### config.mk
export PLATFORM = sky130hd
export DESIGN_NAME = header_capture_top
export DESIGN_NICKNAME = d
export VERILOG_FILES = /design/src/source/header_capture_pkg.sv /design/src/source/stream_header_splitter.sv /design/src/source/ethernet_header_decoder.sv /design/src/source/payload_checksum.sv /design/src/source/header_capture_top.sv
export SDC_FILE = /design/constraint.sdc
export NUM_CORES = 1
export LEC_CHECK = 0
export ABC_AREA = 1
export ABC_CLOCK_PERIOD_IN_PS = 9730
export BUFFER_PORTS_ARGS = -buffer_cell sky130_fd_sc_hd__buf_2
export CAP_MARGIN = 20
export CORE_MARGIN = 10
export CORE_UTILIZATION = 61
export DETAILED_ROUTE_END_ITERATION = 16
export PLACE_DENSITY_LB_ADDON = 0.15
export SYNTH_ARGS = -nofsm -noshare
export SYNTH_HDL_FRONTEND = slang
export SYNTH_SLANG_ARGS = --single-unit
### constraint.sdc
create_clock -name clock -period 9.73 [get_ports clock]
set_input_delay 0.4865 -clock clock [delete_from_list [all_inputs] [get_ports clock]]
set_output_delay 0.4865 -clock clock [all_outputs]
set_load 0.1 [all_outputs]
### src/source/header_capture_pkg.sv
package header_capture_pkg;

	// One 16-bit stream beat, byte 0 in the low bits and first on the wire
	typedef logic [15:0] beat_data_t;

	// Byte enables of one beat
	typedef logic [1:0] beat_keep_t;

	// MAC address in network order, first wire byte most significant
	typedef logic [47:0] mac_address_t;

	// EtherType in network order
	typedef logic [15:0] ether_type_t;

	// One's-complement checksum
	typedef logic [15:0] checksum_t;

	// Captured Ethernet header, wire byte k at bits 8k+7..8k
	typedef logic [111:0] header_bytes_t;

	// 14 header bytes over 2-byte beats
	localparam int HEADER_BEATS = 7;

	localparam ether_type_t ETHER_TYPE_IPV4 = 16'h0800;

	// Splitter FSM
	typedef enum logic [1:0] {
		HEADER,
		PAYLOAD,
		DISCARD
	} splitter_state_t;

endpackage

### src/source/stream_header_splitter.sv
module stream_header_splitter
	import header_capture_pkg::*;
(
	input logic clock,
	input logic reset,
	input logic in_valid,
	input beat_data_t in_data,
	input beat_keep_t in_keep,
	input logic in_last,
	output logic in_ready,
	output logic out_valid,
	output beat_data_t out_data,
	output beat_keep_t out_keep,
	output logic out_last,
	input logic out_ready,
	output logic header_capture,
	output header_bytes_t header_bytes
);

	localparam int COUNT_WIDTH = $clog2(HEADER_BEATS);

	splitter_state_t state;
	logic [COUNT_WIDTH-1:0] header_count;
	logic in_taken;
	logic payload_taken;
	logic out_free;
	logic header_done;

	// Output register is empty or empties at this edge
	assign out_free = !out_valid || out_ready;

	assign in_taken = in_valid && in_ready;
	assign payload_taken = in_taken && (state == PAYLOAD);
	assign header_done = (header_count == COUNT_WIDTH'(HEADER_BEATS - 1));

	// The final header beat waits until the previous frame has left the
	// output register, so its end cannot clear the new header
	always_comb begin
		case (state)
			HEADER: begin
				in_ready = !header_done || out_free;
			end
			PAYLOAD: begin
				in_ready = out_free;
			end
			default: begin
				in_ready = 1'b0;
			end
		endcase
	end

	always_ff @(posedge clock) begin
		if (reset) begin
			state <= HEADER;
			header_count <= '0;
			header_capture <= 1'b0;
		end else begin
			header_capture <= 1'b0;
			case (state)
				HEADER: begin
					if (in_taken) begin
						if (in_last) begin
							// Frame ended inside its header
							header_count <= '0;
							if (out_valid) begin
								state <= DISCARD;
							end
						end else if (header_done) begin
							header_count <= '0;
							header_capture <= 1'b1;
							state <= PAYLOAD;
						end else begin
							header_count <= header_count + 1'b1;
						end
					end
				end
				PAYLOAD: begin
					if (in_taken && in_last) begin
						state <= HEADER;
					end
				end
				DISCARD: begin
					if (out_free) begin
						state <= HEADER;
					end
				end
				default: begin
					state <= HEADER;
				end
			endcase
		end
	end

	// Header beats enter at the top, so beat 0 ends up in the low bits
	always_ff @(posedge clock) begin
		if (in_taken && (state == HEADER)) begin
			header_bytes <= {in_data, header_bytes[$bits(header_bytes_t)-1:$bits(beat_data_t)]};
		end
	end

	// One-entry output stage
	always_ff @(posedge clock) begin
		if (reset) begin
			out_valid <= 1'b0;
		end else if (payload_taken) begin
			out_valid <= 1'b1;
		end else if (out_ready) begin
			out_valid <= 1'b0;
		end
	end

	always_ff @(posedge clock) begin
		if (payload_taken) begin
			out_data <= in_data;
			out_keep <= in_keep;
			out_last <= in_last;
		end
	end

endmodule

### src/source/ethernet_header_decoder.sv
module ethernet_header_decoder
	import header_capture_pkg::*;
(
	input logic clock,
	input logic reset,
	input logic header_capture,
	input header_bytes_t header_bytes,
	input logic frame_done,
	output logic header_valid,
	output mac_address_t destination_mac,
	output mac_address_t source_mac,
	output ether_type_t ether_type,
	output logic is_ipv4
);

	localparam int MAC_BYTES = 6;
	localparam int TYPE_OFFSET = 2 * MAC_BYTES;

	mac_address_t next_destination;
	mac_address_t next_source;
	ether_type_t next_ether_type;

	// Earlier wire byte goes to the more significant position
	always_comb begin
		for (int k = 0; k < MAC_BYTES; k++) begin
			next_destination[8*(MAC_BYTES-1-k) +: 8] = header_bytes[8*k +: 8];
			next_source[8*(MAC_BYTES-1-k) +: 8] = header_bytes[8*(k+MAC_BYTES) +: 8];
		end
		next_ether_type = {header_bytes[8*TYPE_OFFSET +: 8], header_bytes[8*(TYPE_OFFSET+1) +: 8]};
	end

	// A new capture wins over the end of the previous frame
	always_ff @(posedge clock) begin
		if (reset) begin
			header_valid <= 1'b0;
		end else if (header_capture) begin
			header_valid <= 1'b1;
		end else if (frame_done) begin
			header_valid <= 1'b0;
		end
	end

	always_ff @(posedge clock) begin
		if (header_capture) begin
			destination_mac <= next_destination;
			source_mac <= next_source;
			ether_type <= next_ether_type;
			is_ipv4 <= (next_ether_type == ETHER_TYPE_IPV4);
		end
	end

endmodule

### src/source/payload_checksum.sv
module payload_checksum
	import header_capture_pkg::*;
(
	input logic clock,
	input logic reset,
	input logic beat_taken,
	input beat_data_t beat_data,
	input beat_keep_t beat_keep,
	input logic beat_last,
	output logic checksum_valid,
	output checksum_t checksum
);

	logic [15:0] word;
	logic [31:0] accumulator;
	logic [31:0] next_sum;
	logic [16:0] fold_once;
	logic [15:0] folded;

	// Byte 0 is the high byte of the word, masked bytes count as zero
	assign word = {
		beat_keep[0] ? beat_data[7:0] : 8'h00,
		beat_keep[1] ? beat_data[15:8] : 8'h00
	};

	// Carries from the previous cycle fold back in with the new word
	assign next_sum = {16'h0000, accumulator[15:0]}
		+ {16'h0000, accumulator[31:16]}
		+ {16'h0000, word};

	// next_sum stays below 2^18, two folds bring it into 16 bits
	assign fold_once = {1'b0, next_sum[15:0]} + {1'b0, next_sum[31:16]};
	assign folded = fold_once[15:0] + {15'h0000, fold_once[16]};

	always_ff @(posedge clock) begin
		if (reset) begin
			accumulator <= '0;
			checksum_valid <= 1'b0;
		end else begin
			checksum_valid <= beat_taken && beat_last;
			if (beat_taken) begin
				if (beat_last) begin
					accumulator <= '0;
				end else begin
					accumulator <= next_sum;
				end
			end
		end
	end

	// All-ones sum is reported as is
	always_ff @(posedge clock) begin
		if (beat_taken && beat_last) begin
			checksum <= (folded == 16'hFFFF) ? folded : ~folded;
		end
	end

endmodule

### src/source/header_capture_top.sv
module header_capture_top
	import header_capture_pkg::*;
(
	input logic clock,
	input logic reset,
	input logic in_valid,
	input beat_data_t in_data,
	input beat_keep_t in_keep,
	input logic in_last,
	output logic in_ready,
	output logic out_valid,
	output beat_data_t out_data,
	output beat_keep_t out_keep,
	output logic out_last,
	input logic out_ready,
	output logic header_valid,
	output mac_address_t destination_mac,
	output mac_address_t source_mac,
	output ether_type_t ether_type,
	output logic is_ipv4,
	output logic checksum_valid,
	output checksum_t checksum
);

	logic header_capture;
	header_bytes_t header_bytes;
	logic out_taken;
	logic frame_done;

	assign out_taken = out_valid && out_ready;
	assign frame_done = out_taken && out_last;

	stream_header_splitter stream_header_splitter_inst (
		.clock(clock),
		.reset(reset),
		.in_valid(in_valid),
		.in_data(in_data),
		.in_keep(in_keep),
		.in_last(in_last),
		.in_ready(in_ready),
		.out_valid(out_valid),
		.out_data(out_data),
		.out_keep(out_keep),
		.out_last(out_last),
		.out_ready(out_ready),
		.header_capture(header_capture),
		.header_bytes(header_bytes)
	);

	ethernet_header_decoder ethernet_header_decoder_inst (
		.clock(clock),
		.reset(reset),
		.header_capture(header_capture),
		.header_bytes(header_bytes),
		.frame_done(frame_done),
		.header_valid(header_valid),
		.destination_mac(destination_mac),
		.source_mac(source_mac),
		.ether_type(ether_type),
		.is_ipv4(is_ipv4)
	);

	payload_checksum payload_checksum_inst (
		.clock(clock),
		.reset(reset),
		.beat_taken(out_taken),
		.beat_data(out_data),
		.beat_keep(out_keep),
		.beat_last(out_last),
		.checksum_valid(checksum_valid),
		.checksum(checksum)
	);

endmodule

==> impl_metrics.yaml, run 1 <==
outcome:
  status: "finished, final reports clean"
hold_path:
  worstHoldPathType: "input pin to flop"
floorplan:
  die_area_um2: 24800
  die_w_um: 157
  initial_core_util: 0.618
  rows: 50
  fp.dieH_um: 157
  ios: 175
  core-area_um2: 18600
yosys:
  synth_top_area_frac: 0.678
  synth_edf_count: 260
  ys_ff_latch: 287
  async_flop_share: 0
  synth_area_leaders: "edfxtp_1 (68%), nand2_1 (7.2%), dfxtp_1 (4.7%), inv_1 (3.4%), ha_1 (2.4%)"
  syn_area_um2: 11500
  yosys.area.top_type: "edfxtp_1"
  synth.most_common_cell: "edfxtp_1"
  syn_inst: 915
  syn-num-nets: 963
  netlist-cell-type-count: 39
  syn_avg_cell_area_um2: 12.6
  ys.flop_type: "edfxtp_1"
  ys_top_cells_by_count: "edfxtp_1 (260), nand2_1 (222), inv_1 (103), nor2_1 (51), nand3_1 (45)"
  synth-seq-area-share: 0.725
  yosys_warnings: 0
global_route:
  grt_pass1_vias: 6889
  gr-total-overflow: 0
  grt_first_pass_wirelength_mm: 35.5
  grt_use_total: 0.182
  antenna_found_initial: 2
  grt_max_degree: 80
sta:
  rsz0062_at_grt: "no"
  worst_pin_slew_ns: 1.00
  setup_violations: 0
  setup-tns-final_ns: 0
  fin_skew_ns: 0.00641
  period_share: 0.707
  fin_crit_ns: 6.88
  maxSlewViolCount: 0
  hold_viol_final: 0
  max_slew_margin: 0.333
  fmax_mhz: 145
critical_path:
  path_common_cell: "nand2_1"
  crit_slowest_cell: "dfxtp_1"
  crit_path_end_kind: "flop"
  cp_slowest_stage_delay_ns: 0.40
  worstPathMaxFanout: 16
  cp-start-kind: "flop"
  critPathArrivalTime_ns: 7.14
  critical_path_class: "flop to flop"
  crit_required_ns: 9.99
cts:
  holdBufCountCts: 0
  clock_path_buffers: 3
  worstSkewPairLatency_ns: 0.53
  cts-htree-levels: 1
  cts_root_buffer: "clkbuf_16"
  cts.sinks: 287
  cts_made_buffers: 28
  ctsResizeCount: 0
  cts_tree: "built"
  cts.clk_slew.worst_paths_ns: 0.06
  post_cts_buffers: 0
detailed_routing:
  drt_iter0_markers: 463
  wl_per_cell_um: 17.0
  routed_via_density: 5.19
  antenna_left: 0
  drcViolationCount: 0
  dr.pass1.iters: 5
  vias: 7103
  finalWirelength_mm: 23.2
finish:
  nNetsFinal: 1161
  drive_above_1_share: 0.255
  syn2layout_area_growth_pct: 17.7
  nFillCells: 1257
  fin_util: 0.728
run:
  maxCapViolations: 0
placement:
  io_buffers: 174
  hpwl_mm: 16.8
  place_congestion: 0.891
power:
  total_leakage_power_nw: 5.62
  ir_drop_uv: 106
  power.density_nw_per_um2: 186
==> state kept, by name, indices dropped and copies added, names as in the netlist <==
name                                          count
stream_header_splitter_inst.header_bytes        112
ethernet_header_decoder_inst.destination_mac     48
ethernet_header_decoder_inst.source_mac          48
payload_checksum_inst.accumulator                18
ethernet_header_decoder_inst.ether_type          16
payload_checksum_inst.checksum                   16
stream_header_splitter_inst.out_data             16
stream_header_splitter_inst.header_count          3
stream_header_splitter_inst.out_keep              2
stream_header_splitter_inst.state                 2
ethernet_header_decoder_inst.header_valid         1
ethernet_header_decoder_inst.is_ipv4              1
payload_checksum_inst.checksum_valid              1
stream_header_splitter_inst.header_capture        1
stream_header_splitter_inst.out_last              1
stream_header_splitter_inst.out_valid             1
==> layout make-up <==
type	instances	area, um^2	area share
Sequential cell	287	8350	0.616
Inverter	119	449	0.0331
Tap cell	234	293	0.0216
Multi-Input combinational cell	499	2680	0.197
Antenna cell	2	5.00	0.000369
Timing Repair Buffer	178	901	0.0664
Clock inverter	13	158	0.0116
Clock buffer	36	731	0.0539
==> metal layers <==
metal	vias to the layer above	wire length, um	track usage
li1	3510	-	-
met1	3323	9610	0.229
met2	225	11300	0.310
met3	45	1650	0.0390
met4	0	661	0.0592
met5	-	0	0
==> where the power goes <==
part	total (mW)	switching, mW	internal (mW)
combinational	0.0658	0.0534	0.0124
sequential	1.42	0.0208	1.40
clock	1.04	0.427	0.609
==> cell usage in the layout, fill, tap and decap left out, types with 5 or more instances in the layout <==
cell       count
buf_2        174
clkbuf_1       8
o21ai_0        9
dfxtp_1       26
nor2_2         8
nand2_1      222
xnor2_1        5
xor2_1        12
clkinv_1       6
a21oi_1       36
nand4_1       11
clkbuf_16     28
nor4_1         6
nand3_1       45
inv_2         14
nand2_2       30
nor3_1         6
ha_1          22
inv_1        102
nor2_1        51
edfxtp_1     260
==> path summary, 6_finish.rpt <==
check,from,to,slack (ns),cells past startpoint
max,payload_checksum_inst.accumulator[1]$_SDFFE_PP0P_,payload_checksum_inst.checksum[0]$_DFFE_PP_,2.85,45
min,in_keep[0],stream_header_splitter_inst.out_keep[0]$_DFFE_PP_,0.13,1
max reg2reg,payload_checksum_inst.accumulator[1]$_SDFFE_PP0P_,payload_checksum_inst.checksum[0]$_DFFE_PP_,2.85,45
min reg2reg,stream_header_splitter_inst.header_bytes[11]$_DFFE_PP_,ethernet_header_decoder_inst.destination_mac[35]$_DFFE_PP_,0.42,0
==> critical path: cells and delay by family (launching register included) <==
kind	cells	cell delay, ns
and+or+nand+nor	25	3.05
buffers and inverters	6	0.29
xor gates and xnor gates	2	0.41
DFF	1	0.40
AOI/OAI and AO/OA	6	1.02
adders and majority gates	6	1.46
==> stage by stage <==
step / instance area (um^2) / hold WS (ns) / std cells / setup slack, ns / power [mW]
finish: 13600 / 0.130 / 1368 / 2.85 / 2.53
global route: 13600 / 0.114 / 1368 / 1.84 / 2.60
detailed placement: 12700 / 0.405 / 1317 / 2.94 / 1.52
floorplan: 11500 / 0.400 / 915 / 3.57 / 1.49
global placement: 12700 / 0.400 / 1317 / 3.19 / 1.51
CTS: 13600 / 0.115 / 1366 / 2.88 / 2.54
==> kinds of logic after synthesis <==
| group | Yosys count | synth area share |
|---|---|---|
| AO/OA/AOI/OAI | 56 | 0.0263 |
| XOR/XNOR | 17 | 0.0129 |
| adder cells (fa/ha/maj) | 25 | 0.0291 |
| buffers and inverters | 129 | 0.0433 |
| flip-flops | 287 | 0.725 |
| AND/OR/NAND/NOR | 401 | 0.164 |
(Power assumes the default switching activity.)
==> inputs of run 2 (changes only) <==
--- a/config.mk
+++ b/config.mk
@@ -6,11 +6,11 @@
 export NUM_CORES = 1
 export LEC_CHECK = 0
 export ABC_AREA = 1
-export ABC_CLOCK_PERIOD_IN_PS = 9730
+export ABC_CLOCK_PERIOD_IN_PS = 6500
 export BUFFER_PORTS_ARGS = -buffer_cell sky130_fd_sc_hd__buf_2
 export CAP_MARGIN = 20
 export CORE_MARGIN = 10
-export CORE_UTILIZATION = 61
+export CORE_UTILIZATION = 57
 export DETAILED_ROUTE_END_ITERATION = 16
 export PLACE_DENSITY_LB_ADDON = 0.15
 export SYNTH_ARGS = -nofsm -noshare
==> constraint.sdc (replaced) <==
create_clock -name clock -period 6.5 [get_ports clock]
set_input_delay 0.325 -clock clock [delete_from_list [all_inputs] [get_ports clock]]
set_output_delay 0.325 -clock clock [all_outputs]
set_load 0.1 [all_outputs]
==> run 2 against run 1 <==
  * Flip-flop and latch count stayed put
  * Via count is 2.5% higher
  * Clock power is 37% higher
  * Register-to-register slack worse by 2.5 ns
  * Non-clock buffer count is 40 higher
  * Global-route usage is 0.37 points lower
  * Die area is 6.1% higher
  * Combinational power is 69% higher
  * Critical endpoint is now payload_checksum_inst.checksum[5]$_DFFE_PP_
  * Power is 45% higher
==> impl_metrics.yaml, run 2 (synthesized netlist as in run 1, its figures left out) <==
outcome:
  status: "finished, final reports clean"
floorplan:
  ios: 175
  initial_core_util: 0.586
  rows: 51
  die_area_um2: 26300
  die_w_um: 162
  fp.dieH_um: 162
  core-area_um2: 19700
critical_path:
  path_common_cell: "nand2_1"
  worstPathMaxFanout: 7
  crit_path_end_kind: "flop"
  crit_required_ns: 6.78
  critPathArrivalTime_ns: 6.44
  cp_slowest_stage_delay_ns: 0.34
  reg2reg_slack_ns: 0.34
  cp-start-kind: "flop"
  critical_path_class: "flop to flop"
  crit_slowest_cell: "dfxtp_1"
sta:
  hold_viol_final: 0
  fin_skew_ns: 0.00990
  period_share: 0.948
  worst_pin_slew_ns: 1.01
  maxSlewViolCount: 0
  setup_violations: 0
  max_slew_margin: 0.324
  fin_ws_ns: 0.339
  fmax_mhz: 162
  fin_crit_ns: 6.16
  rsz0062_at_grt: "yes"
detailed_routing:
  drcViolationCount: 0
  routed_via_density: 5.07
  finalWirelength_mm: 24.3
  dr.pass1.iters: 5
  vias: 7281
  antenna_left: 0
  drt_iter0_markers: 459
  wl_per_cell_um: 16.9
finish:
  fin_util: 0.721
  top_register: "stream_header_splitter_inst.header_bytes"
  largest_reg_flops: 112
  layout_common_cells: "edfxtp_1 (260), nand2_1 (207), buf_2 (174), inv_1 (99), nor2_1 (43)"
  layout_commonest_cell: "edfxtp_1"
  top_regs: "stream_header_splitter_inst.header_bytes x112, ethernet_header_decoder_inst.destination_mac x48, ethernet_header_decoder_inst.source_mac x48"
  nNetsFinal: 1200
  diodes: 0
  nFillCells: 1401
  register_area_um2: 8350
  fin_area_um2: 14200
  syn2layout_area_growth_pct: 22.9
  multi_input_comb_area_um2: 2950
  drive_above_1_share: 0.307
placement:
  io_buffers: 174
  dpl_cell_area_um2: 12800
  hpwl_mm: 17.3
  place_congestion: 0.883
  dp_slack_ns: -0.00533
power:
  total_power_mw: 3.66
  ir_drop_uv: 162
  total_leakage_power_nw: 5.83
  power.density_nw_per_um2: 259
cts:
  cts-htree-levels: 1
  cts.clk_slew.worst_paths_ns: 0.06
  cts.sinks: 287
  cts_tree: "built"
  cts_root_buffer: "clkbuf_16"
  worstSkewPairLatency_ns: 0.52
  clock_path_buffers: 3
  cts_made_buffers: 27
global_route:
  gr-total-overflow: 0
  grt_max_degree: 83
  grt_use_total: 0.179
  grt_first_pass_wirelength_mm: 37.6
  antenna_found_initial: 0
  grt_pass1_vias: 6980
run:
  maxCapViolations: 0
hold_path:
  worstHoldPathType: "input pin to flop"
-- run 2: power breakdown --
group	internal, mW	switching, mW	total (mW)
clock network	0.801	0.616	1.42
registers	2.10	0.0323	2.13
logic	0.0275	0.0839	0.111
total	2.93	0.732	3.66
-- run 2: final timing paths --
path                                                           from                                                          to  cells past startpoint
max               payload_checksum_inst.accumulator[1]$_SDFFE_PP0P_                 payload_checksum_inst.checksum[5]$_DFFE_PP_                     41
min                                                      in_data[6]     stream_header_splitter_inst.header_bytes[102]$_DFFE_PP_                      1
max reg2reg       payload_checksum_inst.accumulator[1]$_SDFFE_PP0P_                 payload_checksum_inst.checksum[5]$_DFFE_PP_                     41
min reg2reg  stream_header_splitter_inst.header_bytes[14]$_DFFE_PP_  ethernet_header_decoder_inst.destination_mac[38]$_DFFE_PP_                      0
-- run 2: per-layer routing --
layer,track usage,wire (um),part of all wire
met3,0.0407,1790,0.074
met1,0.225,9860,0.41
met4,0.0405,365,0.015
met2,0.308,12200,0.50
met5,0,0,0
-- run 2: what timing repair did --
item                                    in CTS  in global routing
buffers inserted                             0                 14
endpoints found under the setup margin      14                 16
hold endpoints to repair                    33                  0
hold buffers                                18                  0
gates cloned                                 0                  1
pin swaps                                    0                 49
gates resized for setup                      3                 69
-- run 2: worst max-delay path: cells and delay by family, from the launching register on --
family          cells  cell delay (ns)
simple gates       26             2.85
xor+xnor            2             0.42
buf+inv             3             0.28
flops               1             0.34
compound gates      5             0.75
fa+ha+maj           5             1.30
-- run 2: layout make-up --
type	count	share of cell area
multi-input combinational	499	0.208
inverter	119	0.0317
sequential	287	0.590
clock buffer	33	0.0493
clock inverter	16	0.00724
timing repair buffer	218	0.0901
tap	265	0.0234
-- run 2: metrics by stage --
step           cells  setup TNS (ns)  hold WS (ns)
2_1_floorplan    915               0         0.400
3_3_place_gp    1355               0         0.401
3_5_place_dp    1355        -0.00533         0.405
4_1_cts         1422               0       0.00896
5_1_grt         1437           -1.89       0.00492
6_report        1437               0        0.0161
